[src/common/hc_macros.svh]
`ifndef HC_MACROS_SVH
`define HC_MACROS_SVH

// fixed sizes of the avalon read to packet bridge
// a line is one 64 bit word on both the avalon side and the packet side

// width of one data line
`define HC_DATA_W 64
// line address width, byte address bits below one line are dropped
`define HC_ADDR_W 26
// avalon burst count, wide enough to hold 64
`define HC_BURST_W 7

// longest read packet, in lines
`define HC_MAX_PAYLOAD_LINES 8
// a 4 KB page holds 512 lines of 8 bytes
`define HC_PAGE_LINES 512

// reorder buffer geometry, the index width must match the depth
`define HC_ROB_DEPTH 32
`define HC_ROB_IDX_W 5
// packet length field, holds 1 to 8
`define HC_TLP_LEN_W 4

`endif

[src/common/hc_pkg.sv]
`include "hc_macros.svh"

// shared types for the avalon read bridge
// widths come from hc_macros.svh so every block agrees on them
package hc_pkg;

    // ==============================
    //  data path types
    // ==============================

    // address of one 64 bit line
    typedef logic [`HC_ADDR_W-1:0] line_addr_t;

    // one line of read data
    typedef logic [`HC_DATA_W-1:0] line_data_t;

    // avalon burst length in lines
    typedef logic [`HC_BURST_W-1:0] burst_cnt_t;

    // packet length in lines, never zero and never above the max payload
    typedef logic [`HC_TLP_LEN_W-1:0] tlp_len_t;

    // reorder buffer slot, the first slot of a packet doubles as its tag
    typedef logic [`HC_ROB_IDX_W-1:0] rob_idx_t;

    // ==============================
    //  control types
    // ==============================

    // splitter state, idle waits for a command, busy cuts it into packets
    typedef enum logic
    {
        SPLIT_IDLE,
        SPLIT_BUSY
    } split_state_t;

endpackage

[src/common/rob_alloc_if.sv]
// slot allocation between the request splitter and the reorder buffer
//
// the splitter asks for alloc_lines slots, the buffer grants in the same
// cycle whenever enough slots are free, and a cycle with both req and
// grant reserves the run of slots that starts at alloc_idx
interface rob_alloc_if;

    // request side, driven by the splitter
    logic               alloc_req;
    hc_pkg::tlp_len_t   alloc_lines;

    // grant side, driven by the buffer
    logic               alloc_grant;
    hc_pkg::rob_idx_t   alloc_idx;

    modport splitter
    (
        output alloc_req,
        output alloc_lines,
        input  alloc_grant,
        input  alloc_idx
    );

    modport buffer
    (
        input  alloc_req,
        input  alloc_lines,
        output alloc_grant,
        output alloc_idx
    );

endinterface

[src/common/rob_rd_if.sv]
// head slot access between the in-order drain and the reorder buffer
//
// the drain presents the index of the oldest slot, the buffer answers
// with that slot's valid bit and data, and pop releases the slot so the
// buffer can hand it out again
interface rob_rd_if;

    // driven by the drain
    hc_pkg::rob_idx_t   head_idx;
    logic               pop;

    // driven by the buffer, purely combinational from head_idx
    logic               head_valid;
    hc_pkg::line_data_t head_data;

    modport drain
    (
        output head_idx,
        output pop,
        input  head_valid,
        input  head_data
    );

    modport buffer
    (
        input  head_idx,
        input  pop,
        output head_valid,
        output head_data
    );

endinterface

[src/rob/rob_buffer.sv]
`include "hc_macros.svh"

// reorder storage for read completions
//
// slots are handed out in a ring, in request order, and completions land
// in whatever order the host returns them. the drain reads the ring head
// and releases slots one at a time
module rob_buffer
(
    input  logic                clk,
    input  logic                reset,

    // completion beats from the host, one line each, no back-pressure
    input  logic                cpl_valid,
    input  hc_pkg::rob_idx_t    cpl_tag,
    input  hc_pkg::tlp_len_t    cpl_line,
    input  hc_pkg::line_data_t  cpl_data,

    rob_alloc_if.buffer         alloc,
    rob_rd_if.buffer            rd
);

    // free count spans 0 to the full depth, one bit wider than an index
    localparam int CNT_W = $clog2(`HC_ROB_DEPTH) + 1;

    hc_pkg::line_data_t         slot_data [`HC_ROB_DEPTH];
    logic [`HC_ROB_DEPTH-1:0]   slot_valid;
    hc_pkg::rob_idx_t           alloc_ptr;
    logic [CNT_W-1:0]           free_cnt;

    logic                       alloc_take;
    logic [CNT_W-1:0]           take_cnt;
    hc_pkg::rob_idx_t           cpl_idx;

    // ==============================
    //  allocation
    // ==============================

    // grant whenever the whole packet fits, the splitter decides if it asks
    assign alloc.alloc_grant = free_cnt >= CNT_W'(alloc.alloc_lines);
    assign alloc.alloc_idx = alloc_ptr;
    assign alloc_take = alloc.alloc_req && alloc.alloc_grant;
    assign take_cnt = alloc_take ? CNT_W'(alloc.alloc_lines) : '0;

    always_ff @(posedge clk)
    begin
        if (reset)
        begin
            alloc_ptr <= '0;
            free_cnt <= CNT_W'(`HC_ROB_DEPTH);
        end
        else
        begin
            // the index wraps by itself since the depth is a power of two
            if (alloc_take)
            begin
                alloc_ptr <= alloc_ptr + hc_pkg::rob_idx_t'(alloc.alloc_lines);
            end
            // a grant and a pop can land in the same cycle
            free_cnt <= free_cnt - take_cnt + CNT_W'(rd.pop);
        end
    end

    // ==============================
    //  completion write
    // ==============================

    // line n of a packet lives n slots after its tag, modulo the depth
    assign cpl_idx = cpl_tag + hc_pkg::rob_idx_t'(cpl_line);

    always_ff @(posedge clk)
    begin
        if (cpl_valid)
        begin
            slot_data[cpl_idx] <= cpl_data;
        end
    end

    always_ff @(posedge clk)
    begin
        if (reset)
        begin
            slot_valid <= '0;
        end
        else
        begin
            // a slot is popped only once valid, and refilled only after reuse
            if (rd.pop)
            begin
                slot_valid[rd.head_idx] <= 1'b0;
            end
            if (cpl_valid)
            begin
                slot_valid[cpl_idx] <= 1'b1;
            end
        end
    end

    // ==============================
    //  head read
    // ==============================

    // a line written at an edge shows up here the following cycle
    assign rd.head_valid = slot_valid[rd.head_idx];
    assign rd.head_data = slot_data[rd.head_idx];

endmodule

[src/rob/rob_drain.sv]
// in-order drain of the reorder buffer onto the avalon read response
//
// the head pointer walks the slot ring in allocation order, which is the
// order the packets were requested, so avalon sees data in command order
// even when the host completes packets out of order
module rob_drain
(
    input  logic                clk,
    input  logic                reset,

    // avalon read response toward the AFU
    output hc_pkg::line_data_t  avm_readdata,
    output logic                avm_readdatavalid,

    rob_rd_if.drain             rd
);

    // oldest slot still owned by an outstanding read
    hc_pkg::rob_idx_t   head_ptr;

    assign rd.head_idx = head_ptr;

    // the slot is released the same cycle its data is captured below
    assign rd.pop = rd.head_valid;

    // ==============================
    //  head pointer and response
    // ==============================

    always_ff @(posedge clk)
    begin
        if (reset)
        begin
            head_ptr <= '0;
            avm_readdatavalid <= 1'b0;
        end
        else
        begin
            // one line per cycle at most, pulse follows the head by a cycle
            avm_readdatavalid <= rd.head_valid;
            if (rd.head_valid)
            begin
                head_ptr <= head_ptr + hc_pkg::rob_idx_t'(1);
            end
        end
    end

    // response data only matters while readdatavalid is high
    always_ff @(posedge clk)
    begin
        if (rd.head_valid)
        begin
            avm_readdata <= rd.head_data;
        end
    end

endmodule

[src/hc_avalon_rd_top.sv]
// avalon host memory read port mapped onto read request packets
//
// the splitter turns each avalon burst into page and payload bounded
// packets, the reorder buffer collects completions by slot and the drain
// hands lines back to the AFU in request order
module hc_avalon_rd_top
(
    input  logic                clk,
    input  logic                reset,

    // avalon read source, driven by the AFU
    input  logic                avm_read,
    input  hc_pkg::line_addr_t  avm_address,
    input  hc_pkg::burst_cnt_t  avm_burstcount,
    output logic                avm_waitrequest,
    output hc_pkg::line_data_t  avm_readdata,
    output logic                avm_readdatavalid,

    // read request packets to the host
    output logic                tlp_req_valid,
    input  logic                tlp_req_ready,
    output hc_pkg::line_addr_t  tlp_req_addr,
    output hc_pkg::tlp_len_t    tlp_req_len,
    output hc_pkg::rob_idx_t    tlp_req_tag,

    // completions from the host, possibly out of order
    input  logic                cpl_valid,
    input  hc_pkg::rob_idx_t    cpl_tag,
    input  hc_pkg::tlp_len_t    cpl_line,
    input  hc_pkg::line_data_t  cpl_data
);

    // ==============================
    //  internal buses
    // ==============================

    rob_alloc_if alloc_bus();
    rob_rd_if rd_bus();

    // ==============================
    //  request side
    // ==============================

    tlp_rd_splitter splitter
    (
        .clk,
        .reset,
        .avm_read,
        .avm_address,
        .avm_burstcount,
        .avm_waitrequest,
        .tlp_req_valid,
        .tlp_req_ready,
        .tlp_req_addr,
        .tlp_req_len,
        .tlp_req_tag,
        .alloc(alloc_bus.splitter)
    );

    // ==============================
    //  completion side
    // ==============================

    rob_buffer rob
    (
        .clk,
        .reset,
        .cpl_valid,
        .cpl_tag,
        .cpl_line,
        .cpl_data,
        .alloc(alloc_bus.buffer),
        .rd(rd_bus.buffer)
    );

    // read data leaves strictly in slot order
    rob_drain drain
    (
        .clk,
        .reset,
        .avm_readdata,
        .avm_readdatavalid,
        .rd(rd_bus.drain)
    );

endmodule

[src/tlp_rd_splitter.sv]
`include "hc_macros.svh"

// cuts avalon read bursts into read request packets
//
// each packet is bounded by the lines left in the burst, the max payload
// and the lines left before the next 4 KB page, and it only leaves once
// the reorder buffer has reserved a slot for every line in it
module tlp_rd_splitter
(
    input  logic                clk,
    input  logic                reset,

    // avalon read command from the AFU
    input  logic                avm_read,
    input  hc_pkg::line_addr_t  avm_address,
    input  hc_pkg::burst_cnt_t  avm_burstcount,
    output logic                avm_waitrequest,

    // read request packets toward the host
    output logic                tlp_req_valid,
    input  logic                tlp_req_ready,
    output hc_pkg::line_addr_t  tlp_req_addr,
    output hc_pkg::tlp_len_t    tlp_req_len,
    output hc_pkg::rob_idx_t    tlp_req_tag,

    rob_alloc_if.splitter       alloc
);

    // number of line address bits that select a line inside a page
    localparam int PAGE_OFS_W = $clog2(`HC_PAGE_LINES);

    hc_pkg::split_state_t   state;
    hc_pkg::line_addr_t     cur_addr;
    hc_pkg::burst_cnt_t     remaining;

    logic                   cmd_accept;
    logic                   out_free;
    logic                   alloc_take;
    logic                   burst_done;
    logic [PAGE_OFS_W:0]    page_left;
    logic [PAGE_OFS_W:0]    step_w;
    hc_pkg::tlp_len_t       step_len;

    // ==============================
    //  packet sizing
    // ==============================

    // lines from the current address up to the page end, 1 to 512
    assign page_left = (PAGE_OFS_W + 1)'(`HC_PAGE_LINES) - {1'b0, cur_addr[PAGE_OFS_W-1:0]};

    // smallest of max payload, lines left in the burst and lines left in the page
    always_comb
    begin
        step_w = (PAGE_OFS_W + 1)'(`HC_MAX_PAYLOAD_LINES);
        if ((PAGE_OFS_W + 1)'(remaining) < step_w)
        begin
            step_w = (PAGE_OFS_W + 1)'(remaining);
        end
        if (page_left < step_w)
        begin
            step_w = page_left;
        end
    end

    // the result is at most the max payload, so it fits the length field
    assign step_len = hc_pkg::tlp_len_t'(step_w);

    // ==============================
    //  handshakes
    // ==============================

    // waitrequest is low only in idle, so this is the idle acceptance
    assign cmd_accept = avm_read && !avm_waitrequest;

    // the packet register can take a new packet when empty or draining now
    assign out_free = !tlp_req_valid || tlp_req_ready;

    // ask for slots only when a new packet could be loaded this cycle
    assign alloc.alloc_req = (state == hc_pkg::SPLIT_BUSY) && (remaining != '0) && out_free;
    assign alloc.alloc_lines = step_len;
    assign alloc_take = alloc.alloc_req && alloc.alloc_grant;

    // all packets cut and the last one has left or is leaving
    assign burst_done = (remaining == '0) && out_free;

    // ==============================
    //  control FSM
    // ==============================

    always_ff @(posedge clk)
    begin
        if (reset)
        begin
            state <= hc_pkg::SPLIT_IDLE;
            avm_waitrequest <= 1'b1;
            remaining <= '0;
        end
        else
        begin
            case (state)
                hc_pkg::SPLIT_IDLE:
                begin
                    avm_waitrequest <= 1'b0;
                    if (cmd_accept)
                    begin
                        // hold off further commands until this one is fully issued
                        state <= hc_pkg::SPLIT_BUSY;
                        avm_waitrequest <= 1'b1;
                        remaining <= avm_burstcount;
                    end
                end

                hc_pkg::SPLIT_BUSY:
                begin
                    if (alloc_take)
                    begin
                        remaining <= remaining - hc_pkg::burst_cnt_t'(step_len);
                    end
                    else if (burst_done)
                    begin
                        state <= hc_pkg::SPLIT_IDLE;
                        avm_waitrequest <= 1'b0;
                    end
                end

                default:
                begin
                    state <= hc_pkg::SPLIT_IDLE;
                end
            endcase
        end
    end

    // next packet start address, stepping by the granted length
    always_ff @(posedge clk)
    begin
        if (cmd_accept)
        begin
            cur_addr <= avm_address;
        end
        else if (alloc_take)
        begin
            cur_addr <= cur_addr + hc_pkg::line_addr_t'(step_len);
        end
    end

    // ==============================
    //  packet output register
    // ==============================

    always_ff @(posedge clk)
    begin
        if (reset)
        begin
            tlp_req_valid <= 1'b0;
        end
        else if (alloc_take)
        begin
            tlp_req_valid <= 1'b1;
        end
        else if (tlp_req_ready)
        begin
            tlp_req_valid <= 1'b0;
        end
    end

    // fields change only on a grant, which implies the register is free
    always_ff @(posedge clk)
    begin
        if (alloc_take)
        begin
            tlp_req_addr <= cur_addr;
            tlp_req_len <= step_len;
            // the first reserved slot is the tag, completions offset from it
            tlp_req_tag <= alloc.alloc_idx;
        end
    end

endmodule
[config.mk]
export PLATFORM = sky130hd
export DESIGN_NAME = hc_avalon_rd_top
export DESIGN_NICKNAME = d
export VERILOG_FILES = /design/src/common/hc_pkg.sv /design/src/common/rob_alloc_if.sv /design/src/common/rob_rd_if.sv /design/src/rob/rob_buffer.sv /design/src/rob/rob_drain.sv /design/src/hc_avalon_rd_top.sv /design/src/tlp_rd_splitter.sv
export VERILOG_INCLUDE_DIRS = /design/src /design/src/common
export SDC_FILE = /design/constraint.sdc
export NUM_CORES = 2
export LEC_CHECK = 0
export BUFFER_PORTS_ARGS = -buffer_cell sky130_fd_sc_hd__buf_2
export CAP_MARGIN = 5
export CORE_ASPECT_RATIO = 2
export CORE_MARGIN = 1
export CORE_UTILIZATION = 52
export DETAILED_ROUTE_END_ITERATION = 12
export PLACE_DENSITY = 0.68
export SKIP_LAST_GASP = 1
export SYNTH_ARGS = -nofsm -noshare
export SYNTH_HDL_FRONTEND = slang
export SYNTH_SLANG_ARGS = --single-unit
[constraint.sdc]
create_clock -name clk -period 6.6 [get_ports clk]
set_input_delay 1.32 -clock clk [delete_from_list [all_inputs] [get_ports clk]]
set_output_delay 1.32 -clock clk [all_outputs]
set_load 0.1 [all_outputs]
* Yosys cells after proc, flatten, opt, wreduce, memory -nomap -nowiden
Memories as Yosys holds them, arrays and structs flattened. A register that Yosys moved wholly into a read port is not among the register bits.
Index checks and enable logic that the tools add are counted.
** Storage, ports and cells
- Bits in registers :: 120
- Memory bits (writable) :: 2048
- Bits of input ports :: 111
- Output and inout bits :: 102
- Word-level logic and storage cells :: 81
- Memories :: 1
** Memories
- rob.slot_data :: words 32, bits a word 64, read ports 1, clocked after memory_dff 1, write ports 1, line rob_buffer.sv:26 : hc_pkg::line_data_t slot_data [`HC_ROB_DEPTH];
** Cells by class
- Add/subtract/negate cells :: 8
- Magnitude comparators :: 7
- Eq/ne operators :: 4
- Muxes and demuxes :: 28
- Bitwise gates (word level) :: 4
- Reduce and logical (&&, ||, !) cells :: 16
** Operators with widths (count)
- $mux 32 :: 3
- $mux 26 :: 2
- $and 32x32->32 :: 1
- $not 32->32 :: 1
- $or 32x32->32 :: 1
- $add 26x4->26 :: 1
- $mux 7 :: 3
- $pmux 7 s2 :: 1
- $lt 5x6->1 const B :: 2
- $mux 1 :: 12
- $add 5x4->5 :: 2
- $demux 1 s5 :: 2
- $ge 5x1->1 const B :: 2
- $lt 10x7->1 :: 1
- $sub 10x9->10 const A :: 1
- $mux 4 :: 2
- $logic_and 1x1->1 :: 7
- $logic_not 7->1 :: 1
- $lt 7x4->1 const B :: 1
- $reduce_bool 7->1 :: 1
- $sub 7x4->7 :: 1
- $add 6x1->6 :: 1
- $ge 6x4->1 :: 1
- $sub 6x6->6 :: 1
- other kinds (10) :: 16

* Longest topological paths before layout
- Depth in word-level cells :: 10
- Mapped depth :: 29
- Mapped depth without buffers :: 28

* Hierarchy
A second synthesis with hierarchy kept.
** Unflattened totals
- Cell total of the unflattened synthesis :: 4804
- Area total of the unflattened synthesis :: 86042.5 um^2
** Modules (own cells, without submodules)
- rob_buffer :: instances 1, cells each 4385, area an instance 80178.1 um^2
- tlp_rd_splitter :: instances 1, cells each 330, area an instance 3681.0 um^2
- rob_drain :: instances 1, cells each 89, area an instance 2183.3 um^2

* Worst setup path after synthesis
No wires, ideal clock.
- Path kind :: flip-flop to flip-flop
- Start point :: register splitter.cur_addr[2]
- End point :: register rob.free_cnt[5]
- Setup time :: 0.117 ns
- Arrival :: 5.803 ns
- Data required time :: 6.483 ns
- Slack :: 0.680 ns
- Stages on the path, launching flop included :: 26
- Buffers on the path :: 2
- Period minus slack after synthesis :: 5.920 ns
- Cells stage by stage :: edfxtp_1 -> buf_2 -> or3_4 -> nor3_1 -> xnor2_1 -> ha_1 -> and2_1 -> a21boi_1 -> o31a_1 -> nor2_1 -> o21ai_0 -> inv_1 -> ha_1 -> a21oi_1 -> a21boi_2 -> o31ai_4 -> buf_4 -> nand2_1 -> ha_1 -> ha_1 -> a21o_1 -> a21o_1 -> a21o_1 -> a21oi_1 -> xnor2_1 -> nand2b_1
** On the way
- Longest elaborated chain between the ends :: 8
** Ends and longest elaborated chain
- start: declaration :: line tlp_rd_splitter.sv:33 : hc_pkg::line_addr_t cur_addr;
- start signal: assignment :: line tlp_rd_splitter.sv:139 : cur_addr <= avm_address;
- start signal: assignment :: line tlp_rd_splitter.sv:143 : cur_addr <= cur_addr + hc_pkg::line_addr_t'(step_len);
- $sub 10x9->10 :: line tlp_rd_splitter.sv:49 : assign page_left = (PAGE_OFS_W + 1)'(`HC_PAGE_LINES) - {1'b0, cur_addr[PAGE_OFS_W-1:0]};
- $lt 10x7->1 :: line tlp_rd_splitter.sv:59 : if (page_left < step_w)
- $mux 4 :: line tlp_rd_splitter.sv:59
- named net alloc_bus.alloc_lines[1] :: line rob_alloc_if.sv:10 : hc_pkg::tlp_len_t alloc_lines;
- $ge 6x4->1 :: line rob_buffer.sv:40 : assign alloc.alloc_grant = free_cnt >= CNT_W'(alloc.alloc_lines);
- $logic_and 1x1->1 :: line rob_buffer.sv:42 : assign alloc_take = alloc.alloc_req && alloc.alloc_grant;
- named net rob.alloc_take :: line rob_buffer.sv:31 : logic alloc_take;
- $mux 4 :: line rob_buffer.sv:43 : assign take_cnt = alloc_take ? CNT_W'(alloc.alloc_lines) : '0;
- $sub 6x6->6 :: line rob_buffer.sv:60 : free_cnt <= free_cnt - take_cnt + CNT_W'(rd.pop);
- $add 6x1->6 :: line rob_buffer.sv:60
- end signal: assignment :: line rob_buffer.sv:50 : free_cnt <= CNT_W'(`HC_ROB_DEPTH);
- end signal: assignment :: line rob_buffer.sv:60
- end: declaration :: line rob_buffer.sv:29 : logic [CNT_W-1:0] free_cnt;
The timed path passes the listed nets, and every way through them passes these cells.
A chain may end at the register's enable or synchronous reset.

* Worst setup path after layout
- Start point :: register splitter.cur_addr[0]
- End point :: register rob.free_cnt[4]
** On the way
- Longest elaborated chain between the ends :: 8
** Ends and longest elaborated chain (line)
- $sub 10x9->10 * :: tlp_rd_splitter.sv:49
- $lt 10x7->1 :: tlp_rd_splitter.sv:59
- $mux 4 * :: tlp_rd_splitter.sv:59
- named net alloc_bus.alloc_lines[0] :: rob_alloc_if.sv:10
- $ge 6x4->1 :: rob_buffer.sv:40
- $logic_and 1x1->1 :: rob_buffer.sv:42
- $mux 4 * :: rob_buffer.sv:43
- $sub 6x6->6 * :: rob_buffer.sv:60
- $add 6x1->6 * :: rob_buffer.sv:60
The timed path passes the listed nets; every way through them passes the cells marked *.

==> results by group <==
Status
  • Status: completed

Global routing
  • Grt ovf: 0
  • Largest net degree at the start of global routing: 140
  • Initial antenna violation count: 18
  • Number of global-route vias before repair: approximately 42,000
  • GRT Overall Usage: 26.15%
  • First-pass GRT wire length: 304,400 um

Finish
  • Nets: 4,278
  • Layout fillers: 11,310
  • Layout cell share with drive strength beyond 1: 26.82%
  • Post-Layout Cell Count: ~6,400
  • Layout area overhead: 11.83%
  • Reg area: between 0.06 and 0.07 sq mm
  • Multi-input logic area: 0.01740 sq mm

Min path
  • Hold_sp: rob.alloc.alloc_idx[4]
  • Hold Path Class: flop to flop

Critical path
  • CP Buf/Inv Count: 3
  • CP peak stage delay: 500 ps
  • Worst r2r src: splitter.cur_addr[0]
  • CP delay by family, top: adder cells
  • R2R Setup Slk: 570 ps
  • Critical path fanouts, max: 7
  • Worst setup path start: splitter.cur_addr[0]
  • Worst path most repeated cell: ha_1
  • Startpoint types: flop
  • Worst Path Arrival: 6680 ps
  • CP max-delay cell: edfxtp_1
  • Req. time, crit path: 7250 ps
  • CP Capture Type: flop
  • Setup Crit Path Kind: flop to flop

Clock network
  • CTS Buffer Depth: 4
  • Clock Root Buffer: clkbuf_16
  • H-tree lvl count: 4
  • Clock Latency Late Sink: 860 ps
  • Reg clk slew, reported paths: 70 ps
  • Setup Fix Bufs, Post-CTS: 0
  • CTS tree: built
  • Num CTS Buffers: 190
  • CTS Sinks: 2,232

Die
  • Initial core utilization: roughly 52%
  • Die height: approximately 570 um
  • Row cnt: 209
  • Die Footprint: between 0.15 and 0.2 sq mm
  • Core Region: 0.1619 sq mm
  • I/O pins: 213
  • Die width: 287.4 um

Placement
  • GPL Wtd Cong: 0.8259
  • Dpl cells: 6,045
  • Buffers on Ports: 212
  • Dpl hpwl: 108,900 um

Route
  • Avg Vias per Cell: roughly 6.5
  • Final ANT Viol Nets: 0
  • Wire per inst: ~34 um
  • Remaining DRCs: 0
  • Drt pass-1 iters: 6
  • Initial drt markers: 4,716
  • Detailed-route via count: 41,590
  • Post-Route WL: 214,200 um

Timing
  • Slew HR: 27.14%
  • Hold Fails Final Rpt: 0
  • Setup_tns: 0 ps
  • Clock Skew: 84.85 ps
  • Period Utilization, post-route: 91.30%
  • Slew Viols, Final: 0
  • Worst slew pin tran: around 1100 ps
  • F_max: 166.0 MHz
  • Setup violators final: 0
  • Tmin final: 6026 ps
  • Unrepaired setup endpoints after global routing: false

Logic synthesis
  • Async SR Flop Fraction: 0%
  • Area leader, netlist: edfxtp_1
  • Most numerous cell in the Yosys netlist: edfxtp_1
  • Sequential element share of the synthesized area: 78.41%
  • FF+latch count, synth: 2,232
  • Post-synth EDFFs: 2,173
  • Mapped Area: 0.08473 sq mm
  • Netlist cell types: 74
  • Most common library cells after synthesis: 2,173 x edfxtp_1, 520 x mux4_2, 262 x a22oi_1, 133 x clkbuf_1, 100 x nand2_1
  • Yosys top cell area share: between 70% and 80%
  • Mapped Avg Cell Area: 22.14 sq um
  • Largest cells by area after synthesis: edfxtp_1 77%, mux4_2 14%, a22oi_1 2.3%, dfxtp_1 1.4%, clkbuf_1 0.59%
  • Syn Inst Count: 3,827
  • Synth warn: 0
  • Synth Flop Type: edfxtp_1

Power and ir drop
  • Leak pwr: between 20 and 30 nW
  • Maximum vdd ir drop: ~0.22 mV
  • Cell Pwr Density: 310.7 mW/mm^2

Flow run
  • Max Cap Violations: 0
## final cells by class
class	instances	area share [%]
tap	2110	2.786
multi-input combinational	1347	18.36
inverter	53	0.3790
antenna	9	0.02377
timing repair buffer	303	2.026
clock buffer	229	5.217
clock inverter	105	1.091
sequential	2232	70.12
## cells by family after synthesis
| family | count (synthesis) | synth area share, % |
|---|---|---|
| AOI/OAI and AO/OA | 435 | 3.643 |
| xor gates and xnor gates | 48 | 0.5139 |
| adders and majority gates | 44 | 0.6822 |
| buffers and inverters | 250 | 1.116 |
| DFF | 2232 | 78.41 |
| muxes | 522 | 13.85 |
| other | 1 | 0.004426 |
| and+or+nand+nor | 295 | 1.788 |
## flip-flops by register name (all words and copies together), names as in the netlist
name                      flops
rob.alloc.alloc_idx           5
drain.avm_readdata           64
splitter.state                1
rob.free_cnt                  6
splitter.remaining            7
splitter.tlp_req_len          4
splitter.tlp_req_valid        1
rob.slot_valid               32
rob.slot_data              2048
splitter.tlp_req_tag          5
drain.avm_readdatavalid       1
drain.rd.head_idx             5
splitter.avm_waitrequest      1
splitter.tlp_req_addr        26
splitter.cur_addr            26
## metal layers
metal / share of wire [%] / track usage [%]
met1: 37 / 34.34
met2: 52 / 44.71
met3: 7.2 / 3.413
met4: 3.6 / 9.477
met5: 0.043 / 0
## power by group
| group | switching (mW) | internal [mW] | leakage, nW | total (mW) |
|---|---|---|---|---|
| sequential | 0.187 | 16.1 | 20.1 | 16.3 |
| clock | 5.00 | 6.12 | 2.93 | 11.1 |
| combinational | 1.36 | 0.659 | 5.99 | 2.02 |
| total | 6.54 | 22.9 | 29.0 | 29.4 |
## stage by stage
step                      util [%]  total power [mW]  hold slack [ps]  instance area (sq um)  setup slack [ps]
after global placement       54.83             18.56            442.3                  88760             497.3
after CTS                    58.53             29.53            459.8                  94730             406.3
after floorplan                  -             17.89            420.6                  84740             680.3
final                        58.54             29.44            460.7                  94760             574.2
after detailed placement     54.83             18.63            446.6                  88760             499.4
after global routing         58.53             30.16            475.2                  94740             190.9
## path summary, 6_finish.rpt
| check | to | depth (start not counted) |
|---|---|---|
| setup / recovery | rob.free_cnt[4] | 27 |
| hold / removal | splitter.tlp_req_tag[4] | 0 |
| setup reg to reg | rob.free_cnt[4] | 27 |
| hold reg to reg | splitter.tlp_req_tag[4] | 0 |
## worst register-to-register path, stage by stage, from the launching register on
cell and delay (ps):
edfxtp_1 500, inv_1 120, ha_1 300, inv_1 90, nor3_1 190, xnor2_1 150, ha_1 240, and2_1 200
o2111a_1 170, o31a_1 310, nor2_1 330, nand2_1 90, o21ai_1 330, ha_1 340, nand2b_1 140, a21oi_1 200
nor3_1 80, a31oi_2 240, o31ai_4 110, and2_1 150, ha_1 270, inv_1 40, ha_1 200, fa_1 470
a21o_1 170, a21oi_1 170, xor2_1 160, nor2_1 50
## placed cells by master, fill, tap and decap left out, types with 35 or more instances in the layout
| master | instances |
|---|---|
| inv_6 | 37 |
| clkinv_2 | 35 |
| buf_4 | 77 |
| nand4_1 | 67 |
| mux4_2 | 520 |
| buf_2 | 212 |
| dfxtp_1 | 57 |
| clkbuf_16 | 192 |
| clkinv_1 | 41 |
| a21oi_1 | 52 |
| nand2_1 | 100 |
| edfxtp_1 | 2173 |
| o21ai_0 | 56 |
| clkbuf_1 | 37 |
| a22oi_1 | 262 |
| nor2_1 | 40 |
| ha_1 | 35 |
## what timing repair did
action / in CTS / in global routing
hold endpoints to repair: 0 / 0
gates resized for setup: 0 / 1
endpoints found under the setup margin: 0 / 1
hold buffers: 0 / 0
Power figures use the tool's default switching activity.
